File: config.mk
export PLATFORM = sky130hd
export DESIGN_NAME = mem_ctrl
export DESIGN_NICKNAME = d
export VERILOG_FILES = /design/src/hdl/mem_pkg.sv /design/src/hdl/mem_ctrl.sv
export VERILOG_INCLUDE_DIRS = /design/src /design/src/hdl
export SDC_FILE = /design/constraint.sdc
export NUM_CORES = 1
export LEC_CHECK = 0
export BUFFER_PORTS_ARGS = -buffer_cell sky130_fd_sc_hd__buf_2
export CAP_MARGIN = 0
export CORE_MARGIN = 2
export CORE_UTILIZATION = 35
export CTS_CLUSTER_SIZE = 12
export DETAILED_ROUTE_END_ITERATION = 10
export PLACE_DENSITY = 0.69
export SLEW_MARGIN = 20
export SYNTH_ARGS = -nofsm -noshare
export SYNTH_HDL_FRONTEND = slang
export SYNTH_SLANG_ARGS = --single-unit
File: constraint.sdc
create_clock -name clk -period 3 [get_ports clk]
set_input_delay 0.15 -clock clk [delete_from_list [all_inputs] [get_ports clk]]
set_output_delay 0.15 -clock clk [all_outputs]
set_load 0.05 [all_outputs]
File: src/hdl/mem_config.svh
`ifndef MEM_CONFIG_SVH
`define MEM_CONFIG_SVH

// Main memory geometry and timing

// Bits per cache block
`define MEM_BLOCK_WIDTH 64

// Number of interleaved banks, power of two
`define MEM_N_BANKS 4

// Blocks held by each bank
`define MEM_BANK_DEPTH 16

// Block address bits, bank select plus row
`define MEM_ADDR_WIDTH 6

// Pipeline stages behind the storage read in a bank
`define MEM_LATENCY 3

// Low address bits pick the bank
`define MEM_BANK_SEL_WIDTH $clog2(`MEM_N_BANKS)

// Remaining upper bits pick the row
`define MEM_ROW_WIDTH (`MEM_ADDR_WIDTH - `MEM_BANK_SEL_WIDTH)

`endif
File: src/hdl/mem_pkg.sv
`default_nettype none

`include "mem_config.svh"

package mem_pkg;

    // One full cache block
    typedef logic [`MEM_BLOCK_WIDTH-1:0] block_data_t;

    // Block address, bank select in the low bits
    typedef logic [`MEM_ADDR_WIDTH-1:0] main_mem_block_addr_t;

    // 0 is read, 1 is write
    typedef enum logic {
        READ  = 1'b0,
        WRITE = 1'b1
    } req_type_t;

    // Which cache owns a request
    typedef enum logic {
        ICACHE = 1'b0,
        DCACHE = 1'b1
    } cache_type_t;

endpackage

`default_nettype wire

File: src/hdl/mem_ctrl.sv
`timescale 1ns/1ps
`default_nettype none

`include "mem_config.svh"

module mem_ctrl import mem_pkg::*; (
    input  wire                          clk,
    input  wire                          arst_n,

    // Instruction cache request, always a read
    input  wire                          icache_req_valid,
    input  wire main_mem_block_addr_t    icache_req_block_addr,
    output logic                         icache_req_ready,

    // Data cache request
    input  wire                          dcache_req_valid,
    input  wire req_type_t               dcache_req_type,
    input  wire main_mem_block_addr_t    dcache_req_block_addr,
    input  wire block_data_t             dcache_req_block_data,
    output logic                         dcache_req_ready,

    // Registered request toward the banks
    output logic [`MEM_N_BANKS-1:0]      bank_req_valid,
    output logic [`MEM_ROW_WIDTH-1:0]    bank_req_row,
    output req_type_t                    bank_req_type,
    output cache_type_t                  bank_req_cache_type,
    output block_data_t                  bank_req_block_data
);

    // Port that won the most recent arbitration
    cache_type_t                     last_grant_q;

    logic                            grant_icache;
    logic                            grant_dcache;
    logic                            grant_any;
    main_mem_block_addr_t            sel_block_addr;
    logic [`MEM_BANK_SEL_WIDTH-1:0]  sel_bank;
    logic [`MEM_N_BANKS-1:0]         bank_valid_next;

    // Round robin between the two ports
    // A lone requester always wins
    always_comb begin
        grant_icache = icache_req_valid &&
                       (!dcache_req_valid || last_grant_q == DCACHE);
        grant_dcache = dcache_req_valid &&
                       (!icache_req_valid || last_grant_q == ICACHE);
        grant_any    = grant_icache || grant_dcache;
    end

    // Ready follows the grant in the same cycle
    assign icache_req_ready = grant_icache;
    assign dcache_req_ready = grant_dcache;

    // Address of the granted port
    assign sel_block_addr = grant_dcache ? dcache_req_block_addr : icache_req_block_addr;
    assign sel_bank       = sel_block_addr[`MEM_BANK_SEL_WIDTH-1:0];

    // One-hot bank strobe from the bank select bits
    always_comb begin
        bank_valid_next = '0;
        if (grant_any) begin
            bank_valid_next[sel_bank] = 1'b1;
        end
    end

    // Control state
    always_ff @(posedge clk or negedge arst_n) begin
        if (!arst_n) begin
            // Icache gets first pick out of reset
            last_grant_q   <= DCACHE;
            bank_req_valid <= '0;
        end else begin
            bank_req_valid <= bank_valid_next;
            if (grant_any) begin
                last_grant_q <= grant_dcache ? DCACHE : ICACHE;
            end
        end
    end

    // Request payload, shared by all banks
    // Only the strobed bank looks at it
    always_ff @(posedge clk) begin
        if (grant_any) begin
            bank_req_row        <= sel_block_addr[`MEM_ADDR_WIDTH-1:`MEM_BANK_SEL_WIDTH];
            bank_req_type       <= grant_dcache ? dcache_req_type : READ;
            bank_req_cache_type <= grant_dcache ? DCACHE : ICACHE;
            bank_req_block_data <= dcache_req_block_data;
        end
    end

endmodule

`default_nettype wire

=== Yosys cells after proc, flatten, opt, wreduce, memory -nomap -nowiden ===
Index checks and enable logic that the tools add are counted.

* Latch bits: 0
* Logic and storage cells: 22
* Memory bits (writable): 0
* Register bits after elaboration: 75
* Input bits: 81
* ROM bits: 0
* Memories kept: 0

* Shift-type cells: 0
* Bitwise gates (word level): 1
* Magnitude comparators: 2
* Equal/unequal tests: 0
* Div/mod/pow operators: 0
* Muxes and demuxes: 5
* Add/subtract/negate cells: 0
* $mul: 0
* Reductions and logical operators: 8

{| class="wikitable"
|+ Operator list
! kind !! count
|-
| $mux W6 || 1
|-
| $mux W4 || 1
|-
| $logic_and A1 B1 Y1 || 3
|-
| $logic_or A1 B1 Y1 || 3
|-
| $lt A2 B3 Y1 const B || 1
|-
| $demux W1 S2 || 1
|-
| $ge A2 B1 Y1 const B || 1
|-
| $logic_not A1 Y1 || 2
|-
| $mux W1 || 2
|-
| $not A1 Y1 || 1
|}

=== Longest topological paths before layout ===
* Depth after elaboration: 9
* Mapped depth: 4

=== Worst setup path before layout ===
Ideal clock, no wire load.

* Path type: in2reg
* Start point: in icache_req_valid
* End point: reg bank_req_block_data[0] (enable)
* Stages: 1
* Data arrival time: 1.048 ns
* Setup time: 0.398 ns
* Slack: 1.555 ns
* Buffers on the path: 0
* Required time: 2.602 ns
* Cell sequence: or2_2

* Longest elaborated chain between the ends: 4
* Elaborated cells between the ends (all ways): 5
* Those cells by class: reduce/logical: 5

{| class="wikitable"
|+ Ends and longest elaborated chain
! element !! RTL line !! text
|-
| start, declared || mem_ctrl.sv:11 || <nowiki>input wire icache_req_valid,</nowiki>
|-
| $logic_not A1 Y1 || mem_ctrl.sv:46 || <nowiki>(!icache_req_valid || last_grant_q == ICACHE);</nowiki>
|-
| $logic_or A1 B1 Y1 || mem_ctrl.sv:46 ||
|-
| $logic_and A1 B1 Y1 || mem_ctrl.sv:45 || <nowiki>grant_dcache = dcache_req_valid &&</nowiki>
|-
| $logic_or A1 B1 Y1 * || mem_ctrl.sv:47 || <nowiki>grant_any = grant_icache || grant_dcache;</nowiki>
|-
| end signal, assigned || mem_ctrl.sv:87 || <nowiki>bank_req_block_data <= dcache_req_block_data;</nowiki>
|-
| end, declared || mem_ctrl.sv:27 || <nowiki>output block_data_t bank_req_block_data</nowiki>
|}

Every way passes the cells marked *; elsewhere a longest branch is shown, timed or not.
A chain may end at the register's enable or synchronous reset.

=== Final worst setup path ===
* Start point: reg last_grant_q
* End point: out dcache_req_ready

* Longest elaborated chain between the ends: 3

{| class="wikitable"
|+ Ends and longest elaborated chain
! element !! RTL line !! text
|-
| start, declared || mem_ctrl.sv:31 || <nowiki>cache_type_t last_grant_q;</nowiki>
|-
| start signal, assigned || mem_ctrl.sv:75 || <nowiki>last_grant_q <= grant_dcache ? DCACHE : ICACHE;</nowiki>
|-
| $not A1 Y1 || mem_ctrl.sv:46 ||
|-
| $logic_or A1 B1 Y1 || mem_ctrl.sv:46 ||
|-
| $logic_and A1 B1 Y1 || mem_ctrl.sv:45 ||
|-
| end, declared || mem_ctrl.sv:20 || <nowiki>output logic dcache_req_ready,</nowiki>
|}

Every way passes these cells.

==> impl.org <==
** Detailed routing
- Drt initial violations :: between 80 and 90
- The routed design has 6.30 mm of wire.
- The first TritonRoute pass finished after 4 iterations.
- DR vias :: 1,795
- Detailed-route DRC error count :: 0
- After detailed routing, the average wire length per cell comes to 15.3 µm.
- Number of nets with antenna violations after detailed routing :: 0
- Dividing the detail-routed via count by the number of cells gives 4.36.

** STA
- Setup total negative slack on the finished layout was measured at 0 ps.
- Finish-stage setup viols :: 0
- Final setup margin :: between 1000 and 1500 ps
- Final hold violation count :: 0
- FMAX :: 583 MHz
- Headroom to the max-slew limit came out at 0.374.
- Setup repair after global routing left no endpoint under its margin.
- Least-Margin Pin Slew :: 939 ps
- The worst path needs 1720 ps of the cycle, external delays included.
- Fraction of the cycle the final worst path needs :: 0.572
- Across the routed clock network, the largest skew measured is roughly 2.1 ps.
- The final count of pins violating max slew came to 0.
- Hold is met by roughly 42 ps.

** Global routing
- For this run, the total global-route usage over all layers was measured as 0.166.
- Largest net degree at the start of global routing :: 71
- Antenna violations before repair :: 0
- Aggregate global routing overflow :: 0
- Met3 Usage GRT :: 0.0543
- Global Route met2 Usage :: 0.309
- Global route hottest layer :: met2
- Vias in the first global route :: approximately 1,900
- For met1 alone, demand over resource in global routing was 0.162.
- Global-route wire length before repair :: 9.03 mm

** Logic synthesis
- Combined area of all synthesized cells :: 2400 µm²
- Proportion of netlist area held by the largest area contributor :: 0.877
- Post-synthesis cell type with the largest combined area :: sky130_fd_sc_hd__edfxtp_1
- Number of unique standard cell types used by synthesis :: 15
- Sequential-to-total area share from yosys stat :: 0.930
- Count of mapped cells out of synthesis :: 97
- Number of register bits inferred by synthesis :: 75
- In this run the mean area of a mapped cell was about 25 µm².
- For this run, the number of Yosys warnings is 0.
- In the post-synthesis netlist, the biggest area contributors are sky130_fd_sc_hd__edfxtp_1 88%, sky130_fd_sc_hd__dfrtp_1 4.2%, sky130_fd_sc_hd__mux2_2 1.9%.
- Post-Syn Nets :: 178

** Worst setup path
- WP data arrival :: 1570 ps
- CP startpoint kind :: register
- Along the worst path, the maximum fanout reaches 11.
- The critical path goes through a21boi_2 > buf_2.
- CP endpoint kind :: primary output
- Data on the critical path is required at its endpoint by 2850 ps.
- Kind of cell adding the most delay to the critical path :: compound AO/OA/AOI/OAI gates
- Cell type of the slowest stage on the worst timing path :: sky130_fd_sc_hd__a21boi_2
- In this design, the stage delay of the slowest critical-path cell is approximately 470 ps.
- The worst setup path is of the register to primary output kind.
- Counting both buffers and inverters, the worst setup path holds a total of 1.

** Clocking
- Clock Sinks :: 75
- Maximum root-to-sink buffer count :: 2
- CTS H-tree lvls :: 3
- Clock tree from TritonCTS :: done
- After clock tree synthesis, the setup repair step added 0 buffers.
- Number of hold buffers added after cts :: 65
- Clock latency on the worst-skew pair, taken at its later pin, is 340 ps.
- Root buffer cell :: sky130_fd_sc_hd__clkbuf_8
- Once the clock tree was built, the resizer swapped 0 gates to a different size.
- Buffers inserted during clock tree synthesis total 9.
- Clock Pin Slew Worst Setup and Hold Paths :: 70 ps

** Power
- Total leakage power :: 1.87 nW
- Total power for the finished layout comes to ~2.9 mW.
- Worst ir drop on vdd :: approximately 0.00029 V
- Of the total power, combinational logic draws 0.209.
- Clock network power share :: 0.347
- Switch Pwr :: 822 µW
- Internal power :: 2.06 mW
- Of the total power, the share spent switching nets is 0.286.
- Power share of the sequential group :: 0.444
- Power per standard cell area :: 688 nW/µm²

** Die
- Rows :: 30
- The floorplan step set the die height to 86.8 µm.
- The die covers 7530 µm².
- The region available for standard cell placement spans roughly 6700 µm².
- For this configuration, the core starts out at a cell density of 0.357.
- 157 I/O pins were placed.
- The floorplan step set the die width to approximately 87 µm.

** Finish
- Most used cells in the layout excluding fill and tap cells :: 156 x sky130_fd_sc_hd__buf_2, 70 x sky130_fd_sc_hd__edfxtp_1, 65 x sky130_fd_sc_hd__dlygate4sd3_1
- In the final layout, flip-flops and latches occupy about 2200 µm².
- The layout has roughly 480 filler cells.
- In the final design database the tool counted 409 nets.
- Share of cells above drive strength 1 :: 0.545
- Most common cell after layout, fill and taps aside :: sky130_fd_sc_hd__buf_2
- Multi-input gate area in the final layout :: 153 µm²
- Finished Core Util :: 0.622
- Number of diodes added for antenna fixing :: 0
- The area growth from synthesis to layout is 74.4%.

** Hold path
- Path category of the worst min-delay check :: input pin to register

** Place
- Prior to clock tree synthesis, the placed netlist has a worst setup slack of between 1000 and 1500 ps.
- Number of port buffers :: 156
- At the end of routability-driven placement, the weighted congestion stood at 0.680.
- Final HPWL from detailed placement :: 3.81 mm

** Run status
- The run finished with clean final reports.

** Job
- The tool flagged a number of max-cap violations equal to 0.
[state kept, by name (all words and copies together), names as in the netlist]
name                 count
bank_req_row             4
bank_req_type            1
last_grant_q             1
bank_req_valid           4
bank_req_block_data     64
bank_req_cache_type      1
[cell usage after synthesis]
cell / instances
sky130_fd_sc_hd__edfxtp_1: 70
sky130_fd_sc_hd__nor2_1: 5
sky130_fd_sc_hd__dfrtp_1: 4
sky130_fd_sc_hd__mux2_2: 4
sky130_fd_sc_hd__a32oi_1: 2
sky130_fd_sc_hd__and2_2: 2
sky130_fd_sc_hd__inv_1: 2
sky130_fd_sc_hd__a21boi_2: 1
sky130_fd_sc_hd__a21oi_1: 1
sky130_fd_sc_hd__buf_6: 1
sky130_fd_sc_hd__dfstp_2: 1
sky130_fd_sc_hd__mux2_4: 1
sky130_fd_sc_hd__mux2i_1: 1
sky130_fd_sc_hd__nand2b_1: 1
sky130_fd_sc_hd__or2_2: 1
[cell type report]
class	count	share of cell area
multi-input combinational	19	0.0365
clock inverter	6	0.0329
tap	80	0.0239
timing repair buffer	221	0.342
clock buffer	9	0.0296
sequential	75	0.533
inverter	2	0.00180
[per-layer routing]
layer  part of all wire  wire, µm
met2               0.55      3470
met5                  0         0
met4              0.020       124
met3              0.078       492
met1               0.35      2220
[worst reg2reg max path, stage by stage (launching register included)]
cell and delay (ps):
sky130_fd_sc_hd__dfstp_2 390, sky130_fd_sc_hd__a21boi_2 470, sky130_fd_sc_hd__mux2_2 400
[cell families after synthesis]
kind of cell | Yosys count | share of synthesized area
DFF | 75 | 0.930
and+or+nand+nor | 9 | 0.0193
muxes | 6 | 0.0292
AOI/OAI and AO/OA | 4 | 0.0141
buffers and inverters | 3 | 0.00783
[power by group through the flow]
stage / Sequential [mW] / Combinational, mW / Clock [mW]
6_report: 1.28 / 0.602 / 0.999
5_1_grt: 1.29 / 0.627 / 1.06
3_3_place_gp: 1.30 / 0.528 / 0
2_1_floorplan: 1.64 / 0.0478 / 0
3_5_place_dp: 1.30 / 0.534 / 0
4_1_cts: 1.28 / 0.601 / 1.02
[worst paths after layout]
path	slack [ps]	to	cells past startpoint	from
max	1280	dcache_req_ready	2	last_grant_q$_DFFE_PN1P_
min	40	last_grant_q$_DFFE_PN1P_	2	icache_req_valid
max reg2reg	1500	bank_req_row[1]$_DFFE_PP_	2	last_grant_q$_DFFE_PN1P_
min reg2reg	520	last_grant_q$_DFFE_PN1P_	2	last_grant_q$_DFFE_PN1P_
max in group asynchronous	2640	last_grant_q$_DFFE_PN1P_	2	arst_n
min in group asynchronous	150	bank_req_valid[2]$_DFF_PN0_	2	arst_n
[through the flow]
stage / instance area (µm²) / instances
6_report: 4180 / 412
5_1_grt: 4180 / 412
4_1_cts: 4180 / 412
3_5_place_dp: 3270 / 332
3_3_place_gp: 3270 / 332
2_1_floorplan: 2400 / 97
(Power assumes the default switching activity.)
