[src/hdl/mem_config.svh]
`ifndef MEM_CONFIG_SVH
`define MEM_CONFIG_SVH

// Main memory geometry and timing

// Bits per cache block
`define MEM_BLOCK_WIDTH 64

// Number of interleaved banks, power of two
`define MEM_N_BANKS 4

// Blocks held by each bank
`define MEM_BANK_DEPTH 16

// Block address bits, bank select plus row
`define MEM_ADDR_WIDTH 6

// Pipeline stages behind the storage read in a bank
`define MEM_LATENCY 3

// Low address bits pick the bank
`define MEM_BANK_SEL_WIDTH $clog2(`MEM_N_BANKS)

// Remaining upper bits pick the row
`define MEM_ROW_WIDTH (`MEM_ADDR_WIDTH - `MEM_BANK_SEL_WIDTH)

`endif
[src/hdl/mem_pkg.sv]
`default_nettype none

`include "mem_config.svh"

package mem_pkg;

    // One full cache block
    typedef logic [`MEM_BLOCK_WIDTH-1:0] block_data_t;

    // Block address, bank select in the low bits
    typedef logic [`MEM_ADDR_WIDTH-1:0] main_mem_block_addr_t;

    // 0 is read, 1 is write
    typedef enum logic {
        READ  = 1'b0,
        WRITE = 1'b1
    } req_type_t;

    // Which cache owns a request
    typedef enum logic {
        ICACHE = 1'b0,
        DCACHE = 1'b1
    } cache_type_t;

endpackage

`default_nettype wire

[src/hdl/mem_resp_route.sv]
`timescale 1ns/1ps
`default_nettype none

`include "mem_config.svh"

module mem_resp_route import mem_pkg::*; (
    input  wire                          clk,
    input  wire                          arst_n,

    // Raw bank outputs, at most one valid per cycle
    input  wire [`MEM_N_BANKS-1:0]       bank_resp_valid,
    input  wire cache_type_t             bank_resp_cache_type [`MEM_N_BANKS],
    input  wire block_data_t             bank_resp_block_data [`MEM_N_BANKS],

    // Per-cache response pulses, no back-pressure
    output logic                         icache_resp_valid,
    output block_data_t                  icache_resp_block_data,
    output logic                         dcache_resp_valid,
    output block_data_t                  dcache_resp_block_data
);

    logic                            sel_valid;
    cache_type_t                     sel_cache_type;
    block_data_t                     sel_data;
    logic                            to_icache;
    logic                            to_dcache;

    // Pick the one bank that is answering
    always_comb begin
        sel_valid      = 1'b0;
        sel_cache_type = ICACHE;
        sel_data       = '0;
        for (int b = 0; b < `MEM_N_BANKS; b++) begin
            if (bank_resp_valid[b]) begin
                sel_valid      = 1'b1;
                sel_cache_type = bank_resp_cache_type[b];
                sel_data       = bank_resp_block_data[b];
            end
        end
    end

    // Steer by the tag carried through the bank
    assign to_icache = sel_valid && (sel_cache_type == ICACHE);
    assign to_dcache = sel_valid && (sel_cache_type == DCACHE);

    // Response strobes
    always_ff @(posedge clk or negedge arst_n) begin
        if (!arst_n) begin
            icache_resp_valid <= 1'b0;
            dcache_resp_valid <= 1'b0;
        end else begin
            icache_resp_valid <= to_icache;
            dcache_resp_valid <= to_dcache;
        end
    end

    // Data held until the next response to the same cache
    always_ff @(posedge clk) begin
        if (to_icache) begin
            icache_resp_block_data <= sel_data;
        end
        if (to_dcache) begin
            dcache_resp_block_data <= sel_data;
        end
    end

endmodule

`default_nettype wire

[config.mk]
export PLATFORM = sky130hd
export DESIGN_NAME = mem_resp_route
export DESIGN_NICKNAME = d
export VERILOG_FILES = /design/src/hdl/mem_pkg.sv /design/src/hdl/mem_resp_route.sv
export VERILOG_INCLUDE_DIRS = /design/src /design/src/hdl
export SDC_FILE = /design/constraint.sdc
export NUM_CORES = 1
export LEC_CHECK = 0
export ABC_AREA = 1
export BUFFER_PORTS_ARGS = -buffer_cell sky130_fd_sc_hd__buf_2
export CORE_AREA = 4 4 153 155
export DETAILED_ROUTE_END_ITERATION = 7
export DIE_AREA = 0 0 157 159
export MAX_ROUTING_LAYER = met4
export PLACE_DENSITY = 0.6
export SLEW_MARGIN = 20
export SYNTH_ARGS = -nofsm -noshare
export SYNTH_HDL_FRONTEND = slang
export SYNTH_SLANG_ARGS = --single-unit
export TNS_END_PERCENT = 10
[constraint.sdc]
create_clock -name clk -period 0.8 [get_ports clk]
set_clock_uncertainty 0.1 [all_clocks]
set_input_delay 0.08 -clock clk [delete_from_list [all_inputs] [get_ports clk]]
set_output_delay 0.08 -clock clk [all_outputs]
set_load 0.02 [all_outputs]
## After elaboration in Yosys (flattened, before gate mapping)

Index checks and enable logic that the tools add are counted.

- Muxes and demuxes: 12
- Bitwise gates (word level): 1
- Reductions and logical operators: 2

Operator list:

| operator | number |
|---|---|
| $mux 64 | 4 |
| $mux 1 | 8 |
| $logic_and 1x1->1 | 2 |
| $not 1->1 | 1 |

- Bits in registers: 130
- Logic and storage cells: 19
- Output and inout port bits: 130

## Longest topological paths before layout

Gate-level depths: netlist (run 1).

- Word-level depth: 6
- Mapped depth: 7
- Depth with buffers taken out: 6

## Least setup slack after synthesis (run 1)

Ideal clock, no wire load.

- Path type: input to register
- Start point: input port bank_resp_valid[1]
- End point: register dcache_resp_block_data[0], enable pin
- Data required time: 0.174 ns
- Stages on the path: 3
- Library setup time: 0.526 ns
- Slack: -3.655 ns
- Buffers on the path: 1
- Data arrival time: 3.829 ns
- Path through: buf_4 > nand2_1 > a31oi_1

- Longest elaborated chain between the ends: 4
- Elaborated cells between the ends (all ways): 7
- Classes of those cells: mux (6); reduce/logical (1)

Ends and longest elaborated chain:

| element | RTL line | text |
|---|---|---|
| start, declared | mem_resp_route.sv:11 | `` input wire [`MEM_N_BANKS-1:0] bank_resp_valid, `` |
| $mux 1 (3 in a row) | mem_resp_route.sv:34 | `if (bank_resp_valid[b]) begin` |
| $logic_and 1x1->1 * | mem_resp_route.sv:44 | `assign to_dcache = sel_valid && (sel_cache_type == DCACHE);` |
| named net to_dcache | mem_resp_route.sv:26 | `logic to_dcache;` |
| end signal, assigned | mem_resp_route.sv:63 | `dcache_resp_block_data <= sel_data;` |
| end, declared | mem_resp_route.sv:19 | `output block_data_t dcache_resp_block_data` |

The timed path passes the listed nets; every way through them passes the cells marked *.
A chain may end at the register's enable or synchronous reset.

## Worst setup path in the final report (run 1)

- Start point: register dcache_resp_block_data[43]
- End point: output port dcache_resp_block_data[43]

No word-level cell between the ends.

==> impl_metrics.tcl, run 1 <==
set metrics [dict create \
    status "complete, but fails checks" \
    violations "negative hold slack, negative setup slack" \
    fmax_ghz 0.853 \
    nets 1434 \
    final_common_cell "buf_2" \
    p_seq_frac 0.392 \
    core_area_sq_um 21800 \
    synth_top_area_frac 0.621 \
    drt_iter0_markers 413 \
    syn_nets 968 \
    end_kind "primary output" \
    via_count 6471 \
    p_int_mw 16.7 \
    cp_cell_sequence "buf_6" \
    path_clk_slew_ps 50 \
    numCtsBuffers 17 \
    synth-seq-cells 130 \
    drive_gt1_frac 0.438 \
    tightestPinTransition_ps 444 \
    finalCritPeriodShare 1.47 \
    grt_pass1_vias 6423 \
    switching_share 0.276 \
    syn_area_sq_um 6190 \
    antenna_found_initial 1 \
    cts_max_level 4 \
    cp.arrival_ps 990 \
    ir_worst_vdd_mv 1.32 \
    start_util 0.284 \
    hold_slack_ps -84.4 \
    slowest_delay_ps 430 \
    final_cells 1462 \
    min_path_type "in2reg" \
    cts.sinks 130 \
    cp_top_family "flip-flops" \
    drc 0 \
    syn_area_per_cell_sq_um 8.82 \
    maxCapViolations 0 \
    ys_warn_count 0 \
    cp_max_fo 1 \
    synthTopCellsByArea "edfxtp_1 (62%), nand2_1 (20%), nor2_1 (7.9%)" \
    nFillCells 2060 \
    ant_nets 0 \
    clock_path_buffers 2 \
    critPathLaunchType "flip-flop" \
    cts_setup_buffers 0 \
    grt_setup_unrepaired "yes" \
    routedWlPerCell_um 15.5 \
    routed_wirelength_um 22700 \
    p_leak_nw 4.95 \
    slew_headroom 0.704 \
    dieArea_sq_um 25000 \
    total_power_mw 23.1 \
    dpl.hpwl_um 17000 \
    power-per-cell-area_nw_per_um2 2190 \
    via_per_inst 4.43 \
    clock-root-buffer "clkbuf_16" \
    syn-instance-count 702 \
    synth_cell_types 13 \
    port_buffers 395 \
    cts_tree "built" \
    dp_cells 1364 \
    crit_type "reg2out" \
    register_area_sq_um 3890 \
    min_period_ps 1170 \
    p_comb_frac 0.243 \
    area_delta_synth_final_pct 70.4 \
    setup_viol 369 \
    std_cell_rows 54 \
    clockPowerShare 0.365 \
    fp.dieW_um 157 \
    routabilityCongestion 0.868 \
    switchingPower_mw 6.37 \
    slew_violations 0 \
    hold_viol 110 \
    grt_pass1_wl_um 33700 \
    cts_hold_buf 65 \
    critPathRequiredTime_ps 620 \
    synth_top_cell_by_area "edfxtp_1" \
    ios 396 \
    drt-pass1-iter-count 4 \
    grt_max_degree 59 \
    fin_ws_ps -373 \
    crit_path_top_delay_cell "edfxtp_1" \
    multi_input_area_sq_um 2260 \
    grt.total_usage 0.179 \
    gr-total-overflow 0 \
    die_y_um 159 \
    final_cell_mix "buf_2 (338), nand2_1 (279), nor2_1 (128), edfxtp_1 (128), dlygate4sd3_1 (64)" \
    path_buf_inv 1 \
    seq_area_frac_synth 0.629 \
    post-route-util 0.483 \
]
-- final cells by class --
class | instances | share of cell area
Tap cell | 280 | 0.0332
Antenna cell | 1 | 0.000237
Timing Repair Buffer | 488 | 0.319
Clock buffer | 20 | 0.0423
Inverter | 7 | 0.00273
Multi-Input combinational cell | 524 | 0.214
Clock inverter | 12 | 0.0194
Sequential cell | 130 | 0.369
-- cell usage after synthesis --
cell and count:
nand2_1 324, nor2_1 130, edfxtp_1 128, a21oi_1 65, buf_2 26, clkbuf_1 9, buf_4 6, inv_1 6
nand3_1 3, dfrtp_1 2, a31oi_1 1, inv_2 1, nor2_4 1
-- cells by family after synthesis --
group | after synthesis | share of synthesized area
AND/OR/NAND/NOR | 458 | 0.280
buffers and inverters | 48 | 0.0380
AO/OA/AOI/OAI | 66 | 0.0536
flip-flops | 130 | 0.629
-- worst min-delay path, cell delays in order --
cell and delay [ps]:
buf_2 80, nand2_1 60, nand2_1 90
-- power groups by stage --
stage               registers, mW  logic [mW]  clock network [mW]
floorplan                    10.4        1.20                   0
global placement             9.06        4.82                   0
detailed placement           9.08        4.84                   0
CTS                          9.02        5.43                8.67
global route                 9.12        6.02                9.04
finish                       9.04        5.60                8.43
-- through the flow --
| step | setup TNS (ps) | setup WS, ps | hold slack [ps] | area [sq um] |
|---|---|---|---|---|
| 6_report | -55110 | -373 | -84.4 | 10600 |
| 5_1_grt | -67440 | -421 | -58.0 | 10600 |
| 4_1_cts | -54170 | -422 | -105 | 10300 |
| 3_5_place_dp | -136670 | -622 | -230 | 8730 |
| 3_3_place_gp | -134530 | -620 | -234 | 8730 |
| 2_1_floorplan | -199940 | -1390 | -316 | 6260 |
-- state kept, by name, summed over array words and instances, names as in the netlist --
signal                  flops
dcache_resp_block_data     64
icache_resp_block_data     64
dcache_resp_valid           1
icache_resp_valid           1
-- path summary, 6_finish.rpt --
| kind | slack [ps] | cells past startpoint | to | start |
|---|---|---|---|---|
| min in group asynchronous | 450 | 3 | icache_resp_valid | arst_n |
| hold / removal | -80 | 3 | dcache_resp_block_data[37] | bank_resp_block_data[37] |
| max in group asynchronous | 30 | 3 | dcache_resp_valid | arst_n |
| setup / recovery | -370 | 1 | dcache_resp_block_data[43] | dcache_resp_block_data[43] |
-- layer usage --
layer | GRT usage | vias up | part of all wire
met2 | 0.306 | 330 | 0.49
li1 | - | 3211 | -
met5 | - | - | 0
met4 | 0.0659 | 0 | 0.035
met3 | 0.0574 | 45 | 0.096
met1 | 0.194 | 2885 | 0.37
-- repair_timing --
| action | in CTS | in global routing |
|---|---|---|
| gates cloned | 0 | 0 |
| hold endpoints to repair | 130 | 88 |
| setup endpoints to repair | 382 | 386 |
| pin swaps | 4 | 2 |
| resized for setup | 101 | 71 |
(Power assumes the default switching activity.)
==> inputs of run 2 (changes only) <==
CORE_AREA = 2 2 155 157   (was 4 4 153 155)
PLACE_DENSITY = 0.58   (was 0.6)
==> impl_metrics.tcl, run 2 (same netlist as run 1, synthesis figures left out) <==
set metrics [dict create \
    cts.sinks 130 \
    min_period_ps 1160 \
    ant_nets 0 \
    cts_hold_buf 53 \
    via_count 6429 \
    via_per_inst 4.33 \
    drt-pass1-iter-count 4 \
    grt.total_usage 0.170 \
    clock-root-buffer "clkbuf_16" \
    final_cell_mix "buf_2 (343), nand2_1 (295), nor2_1 (129)" \
    gr-total-overflow 0 \
    ir_worst_vdd_mv 1.01 \
    startpoint "dcache_resp_block_data[15]" \
    die_y_um 159 \
    cp.arrival_ps 980 \
    slew_violations 0 \
    area_delta_synth_final_pct 69.1 \
    p_leak_nw 5.02 \
    cp_cell_sequence "buf_6" \
    setup_viol 297 \
    grt_pass1_wl_um 31600 \
    fmax_ghz 0.862 \
    routed_wirelength_um 21700 \
    routedWlPerCell_um 14.6 \
    critPathRequiredTime_ps 620 \
    maxCapViolations 0 \
    min_path_type "in2reg" \
    nets 1419 \
    drc 0 \
    final_cell_area_sq_um 10500 \
    antenna_found_initial 1 \
    tightestPinTransition_ps 451 \
    min_delay_path_depth 3 \
    port_buffers 395 \
    largestRegisters "dcache_resp_block_data (64), icache_resp_block_data (64)" \
    numCtsBuffers 17 \
    nFillCells 2317 \
    dp_cells 1400 \
    cts_max_level 4 \
    cp_top_family "flip-flops" \
    crit_type "reg2out" \
    place_area_sq_um 8780 \
    hold_slack_ps -90.5 \
    fin_tns_setup_ps -51280 \
    finalCritPeriodShare 1.45 \
    critPathLaunchType "flip-flop" \
    post-route-util 0.452 \
    core_area_sq_um 23200 \
    drive_gt1_frac 0.438 \
    drt_iter0_markers 382 \
    grt_setup_unrepaired "yes" \
    clock_path_buffers 2 \
    crit_path_top_delay_cell "edfxtp_1" \
    path_buf_inv 1 \
    dpl.hpwl_um 15900 \
    slowest_delay_ps 420 \
    hold_start "bank_resp_block_data[9]" \
    fin_ws_ps -361 \
    cts_tree "built" \
    final_common_cell "buf_2" \
    final_cells 1486 \
    cp_max_fo 1 \
    violations "negative hold slack, negative setup slack" \
    grt_pass1_vias 6223 \
    fp.dieW_um 157 \
    status "complete, but fails checks" \
    routabilityCongestion 0.869 \
    ios 396 \
    end_kind "primary output" \
    power-per-cell-area_nw_per_um2 2150 \
    std_cell_rows 56 \
    grt_max_degree 63 \
    start_util 0.267 \
    cts_setup_buffers 0 \
    path_clk_slew_ps 60 \
    slew_headroom 0.699 \
    dieArea_sq_um 25000 \
    crit_cells 1 \
    hold_viol 122 \
]
run 2: per-stage QoR:
step,power [mW],setup slack (ps)
floorplan,11.6,-1390
global placement,13.8,-598
detailed placement,13.9,-595
CTS,22.6,-409
global route,23.6,-412
finish,22.6,-361
run 2: area by class of cell:
| cell class | instances | area [sq um] | share of cell area |
|---|---|---|---|
| Antenna cell | 1 | 2.50 | 0.000239 |
| Sequential cell | 130 | 3890 | 0.372 |
| Multi-Input combinational cell | 524 | 2260 | 0.216 |
| Tap cell | 319 | 399 | 0.0381 |
| Inverter | 7 | 33.8 | 0.00323 |
| Timing Repair Buffer | 473 | 3260 | 0.311 |
| Clock buffer | 19 | 433 | 0.0413 |
| Clock inverter | 13 | 186 | 0.0178 |
run 2: final timing paths:
path / endpoint / slack (ps)
worst min-delay path: dcache_resp_block_data[9] / -90
min in group asynchronous: dcache_resp_valid / 440
max in group asynchronous: icache_resp_valid / 20
worst max-delay path: dcache_resp_block_data[15] / -360
run 2: per-layer routing:
layer | track usage | part of all wire
met5 | - | 0
met4 | 0.0592 | 0.022
met3 | 0.0536 | 0.087
met2 | 0.296 | 0.51
met1 | 0.182 | 0.38
run 2: what timing repair did:
item	in CTS	in global routing
endpoints found under the setup margin	374	380
gates cloned	0	0
resized for setup	78	101
hold endpoints to repair	130	80
pin swaps	2	14
run 2: where the power goes:
part           internal (mW)  leakage, nW  total [mW]  switching, mW
sequential              8.69         1.27        9.01          0.313
clock                   5.22        0.301        8.04           2.82
combinational           2.30         3.45        5.51           3.22
total                   16.2         5.02        22.6           6.35
