**config.mk**
```make
export PLATFORM = sky130hd
export DESIGN_NAME = mem_bank
export DESIGN_NICKNAME = d
export VERILOG_FILES = /design/src/hdl/mem_pkg.sv /design/src/hdl/mem_bank.sv
export VERILOG_INCLUDE_DIRS = /design/src /design/src/hdl
export SDC_FILE = /design/constraint.sdc
export NUM_CORES = 1
export LEC_CHECK = 0
export BUFFER_PORTS_ARGS = -buffer_cell sky130_fd_sc_hd__buf_4
export CAP_MARGIN = 20
export CORE_ASPECT_RATIO = 1.25
export CORE_MARGIN = 2
export CORE_UTILIZATION = 58
export CTS_BUF_LIST = sky130_fd_sc_hd__clkbuf_8
export DETAILED_ROUTE_END_ITERATION = 8
export PLACE_DENSITY = 0.78
export SYNTH_ARGS = -nofsm -noshare
export SYNTH_HDL_FRONTEND = slang
export SYNTH_SLANG_ARGS = --single-unit
```
**constraint.sdc**
```tcl
create_clock -name clk -period 1.18 [get_ports clk]
set_input_delay 0.118 -clock clk [delete_from_list [all_inputs] [get_ports clk]]
set_output_delay 0.118 -clock clk [all_outputs]
set_load 0.02 [all_outputs]
```
**src/hdl/mem_config.svh**
```systemverilog
`ifndef MEM_CONFIG_SVH
`define MEM_CONFIG_SVH

// Main memory geometry and timing

// Bits per cache block
`define MEM_BLOCK_WIDTH 64

// Number of interleaved banks, power of two
`define MEM_N_BANKS 4

// Blocks held by each bank
`define MEM_BANK_DEPTH 16

// Block address bits, bank select plus row
`define MEM_ADDR_WIDTH 6

// Pipeline stages behind the storage read in a bank
`define MEM_LATENCY 3

// Low address bits pick the bank
`define MEM_BANK_SEL_WIDTH $clog2(`MEM_N_BANKS)

// Remaining upper bits pick the row
`define MEM_ROW_WIDTH (`MEM_ADDR_WIDTH - `MEM_BANK_SEL_WIDTH)

`endif
```
**src/hdl/mem_pkg.sv**
```systemverilog
`default_nettype none

`include "mem_config.svh"

package mem_pkg;

    // One full cache block
    typedef logic [`MEM_BLOCK_WIDTH-1:0] block_data_t;

    // Block address, bank select in the low bits
    typedef logic [`MEM_ADDR_WIDTH-1:0] main_mem_block_addr_t;

    // 0 is read, 1 is write
    typedef enum logic {
        READ  = 1'b0,
        WRITE = 1'b1
    } req_type_t;

    // Which cache owns a request
    typedef enum logic {
        ICACHE = 1'b0,
        DCACHE = 1'b1
    } cache_type_t;

endpackage

`default_nettype wire

```
**src/hdl/mem_bank.sv**
```systemverilog
`timescale 1ns/1ps
`default_nettype none

`include "mem_config.svh"

module mem_bank import mem_pkg::*; (
    input  wire                          clk,
    input  wire                          arst_n,

    // Request from the controller, one-cycle strobe
    input  wire                          req_valid,
    input  wire [`MEM_ROW_WIDTH-1:0]     req_row,
    input  wire req_type_t               req_type,
    input  wire cache_type_t             req_cache_type,
    input  wire block_data_t             req_block_data,

    // Read response after the fixed latency
    output logic                         resp_valid,
    output cache_type_t                  resp_cache_type,
    output block_data_t                  resp_block_data
);

    // Block storage, undefined until written
    block_data_t                     mem [`MEM_BANK_DEPTH];

    // Stage 0 holds the storage read, stages 1..L delay it
    logic [`MEM_LATENCY:0]           pipe_valid_q;
    cache_type_t                     pipe_cache_type_q [`MEM_LATENCY+1];
    block_data_t                     pipe_data_q [`MEM_LATENCY+1];

    logic                            rd_en;
    logic                            wr_en;

    assign rd_en = req_valid && (req_type == READ);
    assign wr_en = req_valid && (req_type == WRITE);

    // Write lands at the issue edge
    always_ff @(posedge clk) begin
        if (wr_en) begin
            mem[req_row] <= req_block_data;
        end
    end

    // Only reads enter the response pipeline
    always_ff @(posedge clk or negedge arst_n) begin
        if (!arst_n) begin
            pipe_valid_q <= '0;
        end else begin
            pipe_valid_q <= {pipe_valid_q[`MEM_LATENCY-1:0], rd_en};
        end
    end

    // Tag and data ride along with the valid bits
    always_ff @(posedge clk) begin
        for (int s = `MEM_LATENCY; s > 0; s--) begin
            pipe_cache_type_q[s] <= pipe_cache_type_q[s-1];
            pipe_data_q[s]       <= pipe_data_q[s-1];
        end
        if (rd_en) begin
            pipe_cache_type_q[0] <= req_cache_type;
            pipe_data_q[0]       <= mem[req_row];
        end
    end

    // Last stage drives the bank outputs
    assign resp_valid      = pipe_valid_q[`MEM_LATENCY];
    assign resp_cache_type = pipe_cache_type_q[`MEM_LATENCY];
    assign resp_block_data = pipe_data_q[`MEM_LATENCY];

endmodule

`default_nettype wire

```
# ---- After elaboration in Yosys (flattened, before gate mapping)
# Memory sizes are Yosys's and may differ from the RTL's.
# Index checks and enable logic that the tools add are counted.
# Widths: inputs -> output; s select.
dict set report classes {
  n_div 0
  multipliers 0
  shift 0
  eq_ne 0
  n_lt_le_gt_ge 0
  bitwise 1
  muxes 4
  add_sub_neg 0
  reduce_logical 2
}
# cell n
set op_table {}
lappend op_table {{$mux 1} 4}
lappend op_table {{$logic_and 1x1->1} 2}
lappend op_table {{$not 1->1} 1}
dict set report word_totals {
  output_inout_bits 66
  in_bits 73
  n_memories 3
  register_bits 4
  latchBits 0
  mem_bits_rw 1284
  rom_bits 0
}
# memory words word_bits read_ports rd_clocked_by_memory_dff write_ports line
set mem_list {}
lappend mem_list {mem 16 64 1 0 1 mem_bank.sv:24} ;# block_data_t mem [`MEM_BANK_DEPTH];
lappend mem_list {pipe_data_q 4 64 4 0 4 mem_bank.sv:29} ;# block_data_t pipe_data_q [`MEM_LATENCY+1];
lappend mem_list {pipe_cache_type_q 4 1 4 0 4 mem_bank.sv:28} ;# cache_type_t pipe_cache_type_q [`MEM_LATENCY+1];

# ---- Logic depth before layout (Yosys ltp)
# Gate-level depths: netlist (run 1).
dict set report logic_depth {
  word_depth 4
  ltp_mapped 6
  ltp_nobuf 3
}

# ---- Least setup slack after synthesis (run 1)
# No wires, ideal clock.
dict set report synth_timing {
  path_kind {input -> register}
  start {input req_row[0]}
  end {memory mem[0][0] (netlist bit), enable pin}
  path_buffers 3
  path_stages 5
  arrival_time_ns 5.311
  required_time_ns 0.615
  setup_slack_ns -4.696
  path_cell_list {buf_6 > buf_6 > buf_4 > or3_1 > nor3_1}
}
# element line
set synth_rtl {}
lappend synth_rtl {{start: declaration} mem_bank.sv:12} ;# input wire [`MEM_ROW_WIDTH-1:0] req_row,
lappend synth_rtl {{end: declaration} mem_bank.sv:24}
# Straight into the memory's write port.

==> metrics, run 1 <==
critical hold path startpoint=req_row[1]; Top delay family on crit path=multiplexers; deepest clock path buffer count=3; peak supply drop=1.31 mV; biggest cell delay along the critical path=550 ps; post-CTS clock slew at the launch and capture registers of the worst setup and hold paths=70 ps; utilization after layout=71.7%; final critical path time including I/O delays and setup=1530 ps; first drt pass iteration count=7; power density over the cells=1670 nW/um^2; Inst Count DP=3060; end point of the most critical hold path=mem[8][56]; via count=21300; largest fanout of any net on the critical path=1; Crit Reg-Reg Endpoint=pipe_data_q[0][32]; synthesized cell area=44300 sq um; proportion of synthesized chip area in sequential cells=82.8%; CP cell instances=mux4_2 -> a22oi_2 -> nand2_1; final count of negative-setup-slack endpoints=132; Synth Area per Inst=23.9 sq um; worst path required time=1750 ps; metal3 WL=8300 um; clock latency of the later-clocked register in the worst-skew pair=870 ps; number of distinct library cell variants in the gate-level netlist after synthesis=19; routability cong.=0.771; synthesis-to-layout area growth=22.7%; number of global-route vias before repair=22600; number of buffer cells added on primary ports=138; total clock buffers created by CTS=180; # Max-Cap Violations=0; DRC violations left=0; PnR Total Power=0.0905 W; max-slew violations=0; antenna-violating nets left=0; Register-to-Register Setup Slack=-350 ps; reported net switching power=0.0193 W; standard-cell row count=113; maximum number of pins on one net before global-route repair=38; logic depth of the worst setup path including buffers=3; Die Height=313 um; count of cells along the worst register-to-register path=3; fraction of final layout cells sized beyond drive strength 1=41.1%; Gate power share=5.1%; top-level I/O count=139; clock network fraction of design power=39.2%; count of buffer and inverter cells on the critical path=0; Total Nets Final=2413; Hold Path Stages=4; initial cell density of the core=58.5%; gr usage total=25.7%; full die area=78600 sq um; Arrival @ worst endpoint=2090 ps; setup repair after global routing missed its margin=true; Slew headroom=70.8%; cell at the root of the clock tree=clkbuf_8; transition time of the tightest slew-check pin=438 ps; highest clock rate=655 MHz; detailed placement HPWL=55100 um; count of placed standard cells in the final layout, fillers left out=3478; post-route worst setup slack=-348 ps; global-route wire length before repair=145000 um; overflow left after global routing=0; WL met1=35100 um; core outline area=75800 sq um; worst slack on hold paths=-86.2 ps; startpoint of the worst-slack reg-to-reg timing path=mem[3][32]; metal2 WL=51900 um; synthesized instance count=1852; fill cell total of the finished layout=3969; endpoint class of the critical path=flop; mean routed wirelength per cell=28.3 um; sequential power share=55.7%; violations in the final reports=hold timing, setup timing; Die Wd=251 um; largest clock skew in the final design=42.0 ps; TritonCTS clock tree=yes; static leakage=18.3 nW; Sw Ratio=21.3%; wire length after detailed routing=98500 um; critical path start-end classification=reg -> reg; number of levels in the clock H-tree=4; ratio of final minimum period to clock period=129%; Synth warnings=0; clk sinks=1288; register bit total from synthesis=1288; cell at the slowest stage of the critical path=mux4_2; number of hold-slack violations in the final timing report=16; initial antenna violation count=6; number of nets produced by synthesis=1925; drt initial violations=2416; DR vias/cell=6.11; worst min-delay path class=in -> reg; kind of launch point of the worst setup path=flop; Top Layer Used=met5; internal power=0.0713 W; result of the run=complete, but fails checks
==> placed cells by master, fill, tap and decap left out, drive strengths merged <==
master,instances
a22oi,128
and2,1
buf,318
bufinv,11
clkbuf,212
clkinv,49
clkinvlp,6
dfrtp,4
dfxtp,195
diode,3
dlygate4sd3,75
edfxtp,1089
inv,62
mux4,256
nand2,66
nand2b,2
nand4,1
nand4b,2
nor2,13
nor2b,3
nor3,4
or3,1
==> what timing repair did <==
| action | CTS | global route |
|---|---|---|
| pin swaps | 110 | 12 |
| setup buffers | 0 | 0 |
| endpoints found under the setup margin | 130 | 134 |
| hold buffers | 74 | 1 |
| endpoints found under the hold margin | 1257 | 105 |
| gates resized for setup | 203 | 36 |
==> state kept, by name (all words and copies together) (netlist names) <==
| register | cells |
|---|---|
| pipe_valid_q | 4 |
| mem | 1024 |
| pipe_cache_type_q | 4 |
| pipe_data_q | 256 |
==> worst max-delay path by stage <==
stage          startpoint            endpoint
6_report       mem[3][32]  pipe_data_q[0][32]
4_1_cts        mem[3][32]  pipe_data_q[0][32]
5_1_grt        mem[3][32]  pipe_data_q[0][32]
2_1_floorplan  req_row[0]          mem[10][0]
3_5_place_dp   req_row[0]  pipe_data_q[0][10]
3_3_place_gp   req_row[0]  pipe_data_q[0][10]
==> cells by family (layout without fill, tap and decap cells) <==
kind of cell / after synthesis / in the layout / synth area share (%)
compound gates: 128 / 128 / 2.17
buf+inv: 87 / 733 / 1.11
flops: 1288 / 1288 / 82.8
mux: 256 / 256 / 13.0
other cells: 0 / 3 / 0
simple gates: 93 / 93 / 0.867
==> per-layer routing <==
metal / vias up / track usage [%]
li1: 8793 / -
met5: - / 0
met4: 8 / 10.7
met3: 235 / 5.62
met1: 11100 / 32.5
met2: 1142 / 43.7
==> worst min-delay path: stages <==
cell	delay, ps
buf_8	80
or3_4	180
nor2_4	70
buf_12	150
==> Yosys cell counts (all sizes together) <==
cell type	n	area share [%]
edfxtp	1089	74
mux4	256	13
dfxtp	195	8.8
a22oi	128	2.2
nand2	66	0.56
clkbuf	51	0.43
buf	36	0.68
nor2	13	0.11
dfrtp	4	0.23
nor3	4	0.045
nor2b	3	0.042
nand2b	2	0.028
nand4b	2	0.040
and2	1	0.014
nand4	1	0.014
or3	1	0.014
==> power by group through the flow <==
stage	Sequential, W	Clock (W)	Combinational, W
2_1_floorplan	0.0514	0	0.00198
3_3_place_gp	0.0513	0	0.00387
3_5_place_dp	0.0514	0	0.00401
4_1_cts	0.0504	0.0361	0.00450
5_1_grt	0.0505	0.0379	0.00483
6_report	0.0504	0.0355	0.00458
==> area by class of cell <==
type                            count  area [sq um]  share of cell area, %
Tap cell                          977          1220                   2.25
Antenna cell                        3          7.51                 0.0138
Sequential cell                  1288         36800                   67.7
Clock inverter                    128           901                   1.66
Clock buffer                      212          2920                   5.37
Multi-Input combinational cell    477          7810                   14.4
Timing Repair Buffer              393          4710                   8.66
==> per-stage QoR <==
stage	setup TNS (ps)	instance area (sq um)	setup slack (ps)
2_1_floorplan	-1661660	44500	-1810
3_3_place_gp	-419260	48900	-654
3_5_place_dp	-440000	48900	-668
4_1_cts	-32310	54200	-360
5_1_grt	-33590	54400	-365
6_report	-27890	54400	-348
Power figures use the tool's default switching activity.
==> run 2: changes to the inputs <==
--- a/config.mk
+++ b/config.mk
@@ -13,6 +13,7 @@
 export CORE_UTILIZATION = 58
 export CTS_BUF_LIST = sky130_fd_sc_hd__clkbuf_8
 export DETAILED_ROUTE_END_ITERATION = 8
+export MAX_ROUTING_LAYER = met4
 export PLACE_DENSITY = 0.78
 export SYNTH_ARGS = -nofsm -noshare
 export SYNTH_HDL_FRONTEND = slang
==> metrics, run 2 (synthesis results as in run 1) <==
DR vias/cell=6.12 (about the same); number of global-route vias before repair=22500 (-0.31%); worst path required time=1740 ps (about the same); number of levels in the clock H-tree=4 (unchanged); Sw Ratio=21.3% (+0.030 points); clock network fraction of design power=39.3% (about the same); Die Height=313 um (unchanged); sequential power share=55.7% (about the same); most common library cell in the layout ignoring fill and taps=edfxtp_1; full die area=78600 sq um (unchanged); Die Wd=251 um (unchanged); leading cell types in the layout, fill and taps excluded=edfxtp_1, mux4_2, clkbuf_8, buf_4, dfxtp_1; Gate power share=5.1% (about the same); largest clock skew in the final design=37.7 ps (-4.37 ps); first drt pass iteration count=7 (unchanged); fraction of final layout cells sized beyond drive strength 1=41.1% (unchanged); internal power=0.0713 W (about the same); critical path start-end classification=reg -> reg; gr usage total=26.5% (+0.83 points); mean routed wirelength per cell=28.2 um (-0.25%); Largest register FFs=1024 (unchanged); overflow left after global routing=0 (unchanged); synthesis-to-layout area growth=22.7% (about the same); setup repair after global routing missed its margin=true; via count=21300 (+0.20%); cell at the root of the clock tree=clkbuf_8; drt initial violations=2633 (+9.0%); antenna-violating nets left=0 (unchanged); critical hold path startpoint=req_row[1]; # Max-Cap Violations=0 (unchanged); maximum number of pins on one net before global-route repair=38 (unchanged); Total Nets Final=2413 (unchanged); initial cell density of the core=58.5% (unchanged); total clock buffers created by CTS=180 (unchanged); endpoint class of the critical path=flop; power density over the cells=1670 nW/um^2 (about the same); core outline area=75800 sq um (unchanged); DRC violations left=0 (unchanged); post-CTS clock slew at the launch and capture registers of the worst setup and hold paths=70 ps (about the same); Arrival @ worst endpoint=2090 ps (about the same); register with the highest flop count=mem; routability cong.=0.781 (+1.3%); largest fanout of any net on the critical path=1 (unchanged); Regs by FF count=mem (1024), pipe_data_q (256); clock latency of the later-clocked register in the worst-skew pair=850 ps (-20 ps); TritonCTS clock tree=yes; max-slew violations=0 (unchanged); standard-cell row count=113 (unchanged); deepest clock path buffer count=3 (unchanged); number of buffer cells added on primary ports=138 (unchanged); startpoint of the worst-slack reg-to-reg timing path=mem[3][32]; final count of negative-setup-slack endpoints=136 (+3.0%); Slew headroom=71.0% (+0.16 points); static leakage=18.3 nW (about the same); wire length after detailed routing=98400 um (-0.11%); clk sinks=1288 (unchanged); reported net switching power=0.0193 W (+0.18%); worst min-delay path class=in -> reg; kind of launch point of the worst setup path=flop; initial antenna violation count=7 (+1); setup fix buffers added after clock tree synthesis=0 (unchanged); launching instance or port of the critical path=mem[3][32]; worst slack on hold paths=-77.8 ps (+8.44 ps); transition time of the tightest slew-check pin=436 ps (-2.36 ps); top-level I/O count=139 (unchanged); result of the run=complete, but fails checks; number of hold-slack violations in the final timing report=21 (+5); global-route wire length before repair=145000 um (about the same); ratio of final minimum period to clock period=130% (+0.22 points); peak supply drop=1.34 mV (+2.1%); final critical path time including I/O delays and setup=1530 ps (+2.57 ps); violations in the final reports=hold timing, setup timing; highest clock rate=653 MHz (-0.17%); detailed placement HPWL=55100 um (unchanged); setup slack at placement=-668 ps (unchanged); post-route worst setup slack=-350 ps (-2.57 ps)
[run 2: cell count changes in the layout (fill, tap and decap cells not counted), sizes merged]
cell / before / now
diode: 3 / 8
[run 2: worst paths after layout]
check	to	cells after the start	slack, ps
worst max-delay path	pipe_data_q[0][32]	3	-350
worst min-delay path	mem[8][56]	4	-80
worst max register to register	pipe_data_q[0][32]	3	-350
worst min register to register	pipe_data_q[2][51]	0	300
max in group asynchronous	pipe_valid_q[2]	3	840
min in group asynchronous	pipe_valid_q[0]	3	180
[run 2: what timing repair did]
item | in CTS | in global routing
setup endpoints to repair | 130 | 134
pin swaps | 110 | 12
hold endpoints to repair | 1257 | 95
gates resized for setup | 203 | 36
hold buffers | 74 | 1
[run 2: metal layers]
layer	GRT usage (%)	vias up	wire length (um)
li1	-	8793	-
met1	32.5	11200	35600
met2	43.6	1133	52100
met3	5.41	226	7810
met4	11.1	0	2880
met5	-	-	0
[run 2: power by group through the flow]
stage                     logic, W  clock network (W)  registers (W)
after detailed placement   0.00401                  0         0.0514
final                      0.00458             0.0356         0.0504
after floorplan            0.00198                  0         0.0514
after global placement     0.00387                  0         0.0513
after CTS                  0.00450             0.0361         0.0504
after global routing       0.00483             0.0379         0.0505
[run 2: metrics by stage]
| stage | cell area (sq um) | instances | util, % | total power, W | setup TNS, ps |
|---|---|---|---|---|---|
| floorplan | 44500 | 1852 | - | 0.0534 | -1661660 |
| global placement | 48900 | 3060 | 64.5 | 0.0552 | -419260 |
| detailed placement | 48900 | 3060 | 64.5 | 0.0554 | -440000 |
| CTS | 54200 | 3474 | 71.5 | 0.0910 | -32310 |
| global route | 54400 | 3482 | 71.7 | 0.0932 | -33360 |
| finish | 54400 | 3483 | 71.7 | 0.0906 | -27740 |
[run 2: cell type report]
cell class	count	area, sq um
multi-input cells	477	7810
diodes	8	20.0
clock buffers	212	2920
clock inverters	128	901
repair buffers	393	4710
flip-flops and latches	1288	36800
fillers	3968	21400
well taps	977	1220
[run 2: worst max-delay path, cell delays in order (launching register included)]
cell and delay [ps]:
edfxtp_1 410, mux4_2 550, a22oi_2 210, nand2_1 70
